### src/include/ch2_defines.svh
`ifndef CH2_DEFINES_SVH
`define CH2_DEFINES_SVH

// register index on the 2-bit address
`define CH2_NR21 2'd0
`define CH2_NR22 2'd1
`define CH2_NR23 2'd2
`define CH2_NR24 2'd3

// bits that cannot be read come back as ones
`define CH2_NR21_RMASK 8'h3F
`define CH2_NR23_RMASK 8'hFF
`define CH2_NR24_RMASK 8'hBF

`define CH2_FREQ_W   11
`define CH2_LEN_W    6
`define CH2_LEN_FULL 64

`endif

### src/verilog/apu_reg_pkg.sv
`default_nettype none

`include "ch2_defines.svh"

package apu_reg_pkg;

	typedef struct packed {
		logic [1:0]            duty;
		logic [`CH2_LEN_W-1:0] len_load;    // write only
	} nr21_t;

	typedef struct packed {
		logic [3:0] init_vol;
		logic       env_inc;                 // 1 = louder
		logic [2:0] env_period;
	} nr22_t;

	typedef struct packed {
		logic       trigger;
		logic       len_en;
		logic [2:0] unused;
		logic [2:0] freq_hi;
	} nr24_t;

	typedef struct packed {
		nr21_t      nr21;
		nr22_t      nr22;
		logic [7:0] nr23;                    // frequency low byte
		nr24_t      nr24;
	} ch2_regs_t;

endpackage

`default_nettype wire

### src/verilog/ch2_pkg.sv
`default_nettype none

`include "ch2_defines.svh"

package ch2_pkg;

	typedef struct packed {
		logic length_tick;
		logic env_tick;
	} seq_ticks_t;

	typedef struct packed {
		logic                   trigger;     // one-cycle pulse
		logic                   len_wr;      // NR21 was written
		logic [`CH2_LEN_W-1:0]  len_load;
		logic                   len_en;
		logic                   dac_on;
		logic [3:0]             env_vol;
		logic                   env_inc;
		logic [2:0]             env_period;
		logic [1:0]             duty;
		logic [`CH2_FREQ_W-1:0] freq;
	} ch2_ctrl_t;

endpackage

`default_nettype wire

### src/verilog/apu_frame_seq.sv
`timescale 1ns/1ns
`default_nettype none

module apu_frame_seq
	import ch2_pkg::*;
(
	input  logic       clk,
	input  logic       reset,
	input  logic       div_tick,
	output seq_ticks_t ticks
);

	logic [2:0] step;

	always_ff @(posedge clk) begin
		if (reset) begin
			step  <= 3'd0;
			ticks <= '0;
		end else begin
			if (div_tick) begin
				ticks.length_tick <= ~step[0];          // steps 0, 2, 4, 6
				ticks.env_tick    <= (step == 3'd7);
				step              <= step + 3'd1;
			end else begin
				ticks <= '0;
			end
		end
	end

endmodule

`default_nettype wire

### src/verilog/ch2_regs.sv
`timescale 1ns/1ns
`default_nettype none

`include "ch2_defines.svh"

module ch2_regs
	import apu_reg_pkg::*;
	import ch2_pkg::*;
(
	input  logic       clk,
	input  logic       reset,
	input  logic       wr,
	input  logic [1:0] addr,
	input  logic [7:0] wdata,
	output logic [7:0] rdata,
	output ch2_ctrl_t  ctrl
);

	ch2_regs_t regs;
	logic      trigger;
	logic      len_wr;

	always_ff @(posedge clk) begin
		if (reset) begin
			regs    <= '0;
			trigger <= 1'b0;
			len_wr  <= 1'b0;
		end else begin
			trigger <= wr && (addr == `CH2_NR24) && wdata[7];
			len_wr  <= wr && (addr == `CH2_NR21);
			if (wr) begin
				case (addr)
					`CH2_NR21: regs.nr21 <= nr21_t'(wdata);
					`CH2_NR22: regs.nr22 <= nr22_t'(wdata);
					`CH2_NR23: regs.nr23 <= wdata;
					`CH2_NR24: regs.nr24 <= nr24_t'({1'b0, wdata[6:0]});   // trigger is never held
					default:   regs      <= regs;
				endcase
			end
		end
	end

	always_comb begin
		case (addr)
			`CH2_NR21: rdata = regs.nr21 | `CH2_NR21_RMASK;
			`CH2_NR22: rdata = regs.nr22;
			`CH2_NR23: rdata = regs.nr23 | `CH2_NR23_RMASK;
			default:   rdata = regs.nr24 | `CH2_NR24_RMASK;
		endcase
	end

	// dac is off when volume and direction are all zero
	assign ctrl.dac_on = |regs.nr22[7:3];

	assign ctrl.trigger    = trigger;
	assign ctrl.len_wr     = len_wr;
	assign ctrl.len_load   = regs.nr21.len_load;
	assign ctrl.len_en     = regs.nr24.len_en;
	assign ctrl.env_vol    = regs.nr22.init_vol;
	assign ctrl.env_inc    = regs.nr22.env_inc;
	assign ctrl.env_period = regs.nr22.env_period;
	assign ctrl.duty       = regs.nr21.duty;
	assign ctrl.freq       = {regs.nr24.freq_hi, regs.nr23};

endmodule

`default_nettype wire

### src/verilog/ch2_length.sv
`timescale 1ns/1ns
`default_nettype none

`include "ch2_defines.svh"

module ch2_length
	import ch2_pkg::*;
(
	input  logic       clk,
	input  logic       reset,
	input  ch2_ctrl_t  ctrl,
	input  seq_ticks_t ticks,
	output logic       len_active
);

	localparam logic [`CH2_LEN_W:0] LEN_FULL = `CH2_LEN_FULL;

	logic [`CH2_LEN_W:0] count;                 // one extra bit to hold 64
	logic                dec;

	assign dec = ticks.length_tick && ctrl.len_en && (count != '0);

	always_ff @(posedge clk) begin
		if (reset) begin
			count      <= '0;
			len_active <= 1'b0;
		end else begin
			if (ctrl.len_wr)
				count <= LEN_FULL - {1'b0, ctrl.len_load};
			else if (ctrl.trigger && count == '0)
				count <= LEN_FULL;
			else if (dec)
				count <= count - 1'b1;

			if (!ctrl.dac_on)
				len_active <= 1'b0;
			else if (ctrl.trigger)
				len_active <= 1'b1;
			else if (dec && count == 1)
				len_active <= 1'b0;             // expired
		end
	end

endmodule

`default_nettype wire

### src/verilog/ch2_envelope.sv
`timescale 1ns/1ns
`default_nettype none

module ch2_envelope
	import ch2_pkg::*;
(
	input  logic       clk,
	input  logic       reset,
	input  ch2_ctrl_t  ctrl,
	input  seq_ticks_t ticks,
	output logic [3:0] volume
);

	logic [2:0] period_cnt;
	logic       expire;

	assign expire = (period_cnt <= 3'd1);

	always_ff @(posedge clk) begin
		if (reset) begin
			volume     <= 4'd0;
			period_cnt <= 3'd0;
		end else if (ctrl.trigger) begin
			volume     <= ctrl.env_vol;
			period_cnt <= ctrl.env_period;
		end else if (ticks.env_tick && ctrl.env_period != 3'd0) begin
			if (expire) begin
				period_cnt <= ctrl.env_period;
				if (ctrl.env_inc) begin
					if (volume != 4'd15)
						volume <= volume + 4'd1;
				end else begin
					if (volume != 4'd0)
						volume <= volume - 4'd1;
				end
			end else begin
				period_cnt <= period_cnt - 3'd1;
			end
		end
	end

	// period zero leaves volume where it is

endmodule

`default_nettype wire

### src/verilog/ch2_wave.sv
`timescale 1ns/1ns
`default_nettype none

`include "ch2_defines.svh"

module ch2_wave
	import ch2_pkg::*;
(
	input  logic      clk,
	input  logic      reset,
	input  ch2_ctrl_t ctrl,
	output logic      wave_bit
);

	logic [`CH2_FREQ_W-1:0] timer;
	logic [`CH2_FREQ_W-1:0] reload;
	logic [2:0]             step;
	logic [7:0]             pattern;

	// timer counts down to zero inclusive
	// so a reload of 2047 - freq gives a period of 2048 - freq
	assign reload = ~ctrl.freq;

	always_ff @(posedge clk) begin
		if (reset) begin
			timer <= '0;
			step  <= 3'd0;
		end else if (ctrl.trigger) begin
			timer <= reload;
			step  <= 3'd0;
		end else if (timer == '0) begin
			timer <= reload;
			step  <= step + 3'd1;
		end else begin
			timer <= timer - 1'b1;
		end
	end

	always_comb begin
		case (ctrl.duty)
			2'd0:    pattern = 8'b0000_0001;   // 12.5%
			2'd1:    pattern = 8'b1000_0001;
			2'd2:    pattern = 8'b1000_0111;
			default: pattern = 8'b0111_1110;   // 75%
		endcase
	end

	assign wave_bit = pattern[step];

endmodule

`default_nettype wire

### src/verilog/ch2_top.sv
`timescale 1ns/1ns
`default_nettype none

module ch2_top
	import ch2_pkg::*;
(
	input  logic       clk,
	input  logic       reset,
	input  logic       wr,
	input  logic [1:0] addr,
	input  logic [7:0] wdata,
	output logic [7:0] rdata,
	input  logic       div_tick,
	output logic [3:0] sample,
	output logic       active
);

	seq_ticks_t ticks;
	ch2_ctrl_t  ctrl;
	logic       len_active;
	logic [3:0] volume;
	logic       wave_bit;

	apu_frame_seq u_seq (
		.clk, .reset, .div_tick, .ticks
	);

	ch2_regs u_regs (
		.clk, .reset, .wr, .addr, .wdata, .rdata, .ctrl
	);

	ch2_length u_length (
		.clk, .reset, .ctrl, .ticks, .len_active
	);

	ch2_envelope u_env (
		.clk, .reset, .ctrl, .ticks, .volume
	);

	ch2_wave u_wave (
		.clk, .reset, .ctrl, .wave_bit
	);

	assign active = len_active && ctrl.dac_on;
	assign sample = (active && wave_bit) ? volume : 4'd0;   // silent in the low phase

endmodule

`default_nettype wire

### config.mk
export PLATFORM = sky130hd
export DESIGN_NAME = ch2_top
export DESIGN_NICKNAME = d
export VERILOG_FILES = /design/src/verilog/apu_reg_pkg.sv /design/src/verilog/ch2_pkg.sv /design/src/verilog/apu_frame_seq.sv /design/src/verilog/ch2_regs.sv /design/src/verilog/ch2_length.sv /design/src/verilog/ch2_envelope.sv /design/src/verilog/ch2_wave.sv /design/src/verilog/ch2_top.sv
export VERILOG_INCLUDE_DIRS = /design/src /design/src/include
export SDC_FILE = /design/constraint.sdc
export NUM_CORES = 1
export LEC_CHECK = 0
export BUFFER_PORTS_ARGS = -buffer_cell sky130_fd_sc_hd__buf_2
export CAP_MARGIN = 25
export CORE_UTILIZATION = 30
export CTS_CLUSTER_DIAMETER = 50
export DETAILED_ROUTE_END_ITERATION = 7
export REMOVE_ABC_BUFFERS = 1
export SKIP_LAST_GASP = 1
export SLEW_MARGIN = 20
export SYNTH_ARGS = -nofsm -noshare
export SYNTH_HDL_FRONTEND = slang
export SYNTH_SLANG_ARGS = --single-unit
### constraint.sdc
create_clock -name clk -period 1.95 [get_ports clk]
set_clock_uncertainty 0.05 [all_clocks]
set_input_delay 0.195 -clock clk [delete_from_list [all_inputs] [get_ports clk]]
set_output_delay 0.195 -clock clk [all_outputs]
set_load 0.01 [all_outputs]
==> results.md <==
- Finished Cell Area: 3910 um2
- Seq/Total Area, Yosys: 38.4%
- Post-route insts no fill: 557
- Yosys cell types: 59
- Period utilization: 106%
- Max VDD drop: 0.431 mV
- Die area: 11600 um2
- Worst Hold Slack: 0.100 ns
- Worst-case clock buffer depth: 2
- Layout cells sized above 1: 22.3%
- H-tree levels: 3
- Antenna violations before repair: 0
- Grt ovf: 0
- Row cnt: 38
- Static Leak: 1.64 nW
- Placer Congestion: 0.767
- CP Class: reg2out
- Total number of vias: 2734
- Critical-path cell list: or4_4, o21ai_2, a21oi_2, o211a_1, and2_1, buf_2
- Top-Level Pins: 27
- Status: complete, but fails checks
- Total clock sinks: 64
- Drt initial violations: 145
- Post-synthesis cell count: 374
- Slew HR: 59.9%
- Top-area cell type share of the netlist area: 38.4%
- Net count, final: 441
- Worst path slowest cell: or4_4
- Number of synthesized flops with an enable pin: 0
- Core box area: 10800 um2
- Yosys Warn Count: 0
- Crit path arrival time: 1.82 ns
- Final Hold Fails: 0
- Setup ws final: -0.120 ns
- Buffers on Ports: 26
- Setup crit start: u_regs.ctrl[16]
- Setup TNS Final: -0.464 ns
- Die Wd: 107 um
- WL per Instance: 13.4 um
- Post-CTS Hold Buffers: 0
- # setup viols final: 4
- Routed WL: 7.45 mm
- Min-Delay Path Class: in2reg
- Root buffer cell: clkbuf_8
- Syn_area_per_cell: 8.93 um2
- Share of synthesized registers carrying an async set or reset: 0%
- Crit path time final: 2.07 ns
- Total CTS buffers: 9
- Area delta synth->final: 17.1%
- Largest net degree at the start of global routing: 66
- Power density cells: 963 nW/um2
- Post-synth top area cell: dfxtp_1
- FF+latch area: 1290 um2
- Final ANT Viol Nets: 0
- Failing checks: negative setup slack
- Initial DRT Pass Iterations: 4
- Tightest Pin Transition: 0.599 ns
- CTS tree: done
- Multi-input combinational cell area: 1940 um2
- DR DRC count: 0
- Starting Density: 30.8%
- Max FO, Critical Path: 4
- Area contributors post-synth: dfxtp_1 (38%), mux2i_1 (6.6%), nor2_1 (5.6%)
- Unrepaired setup endpoints after global routing: yes
- Diode count: 0
- Number of global-route vias before repair: 2540
- Worst-Skew Late Latency: 0.34 ns
- Worst hold path startpoint: wdata[4]
- Crit path capture type: output port
- Dpl hpwl: 5.31 mm
- Cell with the most instances after synthesis: dfxtp_1
- Type of origin of the critical path: flip-flop
- DP Area: 3660 um2
- Synthesis-stage register bit count: 64
- Fin. max-slew vios: 0
- Max-cap violation count: 0
- Vias per inst: 4.91
- Mapped Area: 3340 um2
- Placed cell count: 535
- Most used flip-flop cell after synthesis: dfxtp_1
- R2R Path Start: u_regs.ctrl[16]
- First-pass GRT wire length: 12.4 mm
- Post-synth top cells: dfxtp_1 (64), nor2_1 (50), a21oi_1 (24)
- Worst-path clk slew: 0.07 ns
- Largest stage delay, worst path: 0.51 ns
- GRT Util Overall: 13.8%
- # fillers: 1162
- Die span in y: 107 um
- Max Freq: 0.483 GHz
- Required time of the critical path: 1.70 ns
[worst paths after layout]
check / to / slack [ns] / depth (start not counted)
setup / recovery: sample[3] / -0.12 / 6
hold / removal: u_regs.ctrl[17] / 0.10 / 3
setup reg to reg: u_env.volume[3] / 0.11 / 8
hold reg to reg: u_wave.timer[0] / 0.40 / 1
[logic make-up after synthesis]
family | synth area share, %
buffers and inverters | 4.24
adders and majority gates | 6.15
muxes | 6.93
xor gates and xnor gates | 4.72
AOI/OAI and AO/OA | 16.6
DFF | 38.4
and+or+nand+nor | 23.0
[registers in the layout, indices dropped and copies added (netlist names)]
| name | count |
|---|---|
| u_regs.ctrl | 28 |
| u_wave.timer | 11 |
| u_length.count | 7 |
| u_env.volume | 4 |
| u_env.period_cnt | 3 |
| u_seq.step | 3 |
| u_wave.step | 3 |
| u_seq.ticks | 2 |
| u_length.len_active | 1 |
| u_regs.len_wr | 1 |
| u_regs.trigger | 1 |
[power by group]
group	total, mW	internal (mW)	switching (mW)	leakage, nW
clock	0.986	0.493	0.493	0.0834
sequential	1.65	1.45	0.193	0.524
combinational	1.13	0.565	0.565	1.04
[critical path: cells and delay by family (launching register included)]
family / cells / cell delay, ns
simple gates: 2 / 0.66
compound gates: 3 / 0.35
flops: 1 / 0.34
buf+inv: 1 / 0.13
[routing by layer]
layer / global-route usage, % / share of wire, %
met1: 18.6 / 49
met2: 21.2 / 46
met3: 3.57 / 3.9
met4: 4.21 / 1.1
met5: 0 / 0
[layout by cell type, fill, tap and decap left out, types with 5 or more instances in the layout]
cell,count
a211oi_2,10
a21oi_1,23
a22oi_1,5
buf_2,26
buf_4,16
clkbuf_8,10
dfxtp_1,60
ha_1,13
inv_1,16
mux2i_1,22
nand2_1,22
nand3_1,14
nand4_1,5
nor2_1,50
nor3_1,16
o21ai_0,7
xnor2_1,7
xor2_1,11
[stage by stage]
step	setup WS, ns	total power, mW	utilization, %
floorplan	0.143	2.48	-
global placement	0.134	2.77	33.8
detailed placement	0.0609	2.79	33.8
CTS	-0.180	3.80	35.8
global route	-0.212	4.00	36.0
finish	-0.120	3.76	36.0
[timing repair]
action / in CTS / in global routing
resized for setup: 11 / 4
setup endpoints to repair: 4 / 8
pin swaps: 8 / 4
setup buffers: 4 / 2
[layout make-up]
type	count	share of cell area, %
multi-input combinational	276	49.6
clock buffer	13	3.81
sequential	64	33.0
clock inverter	3	0.448
inverter	18	1.73
tap	140	4.48
timing repair buffer	43	6.92
(Power assumes the default switching activity.)
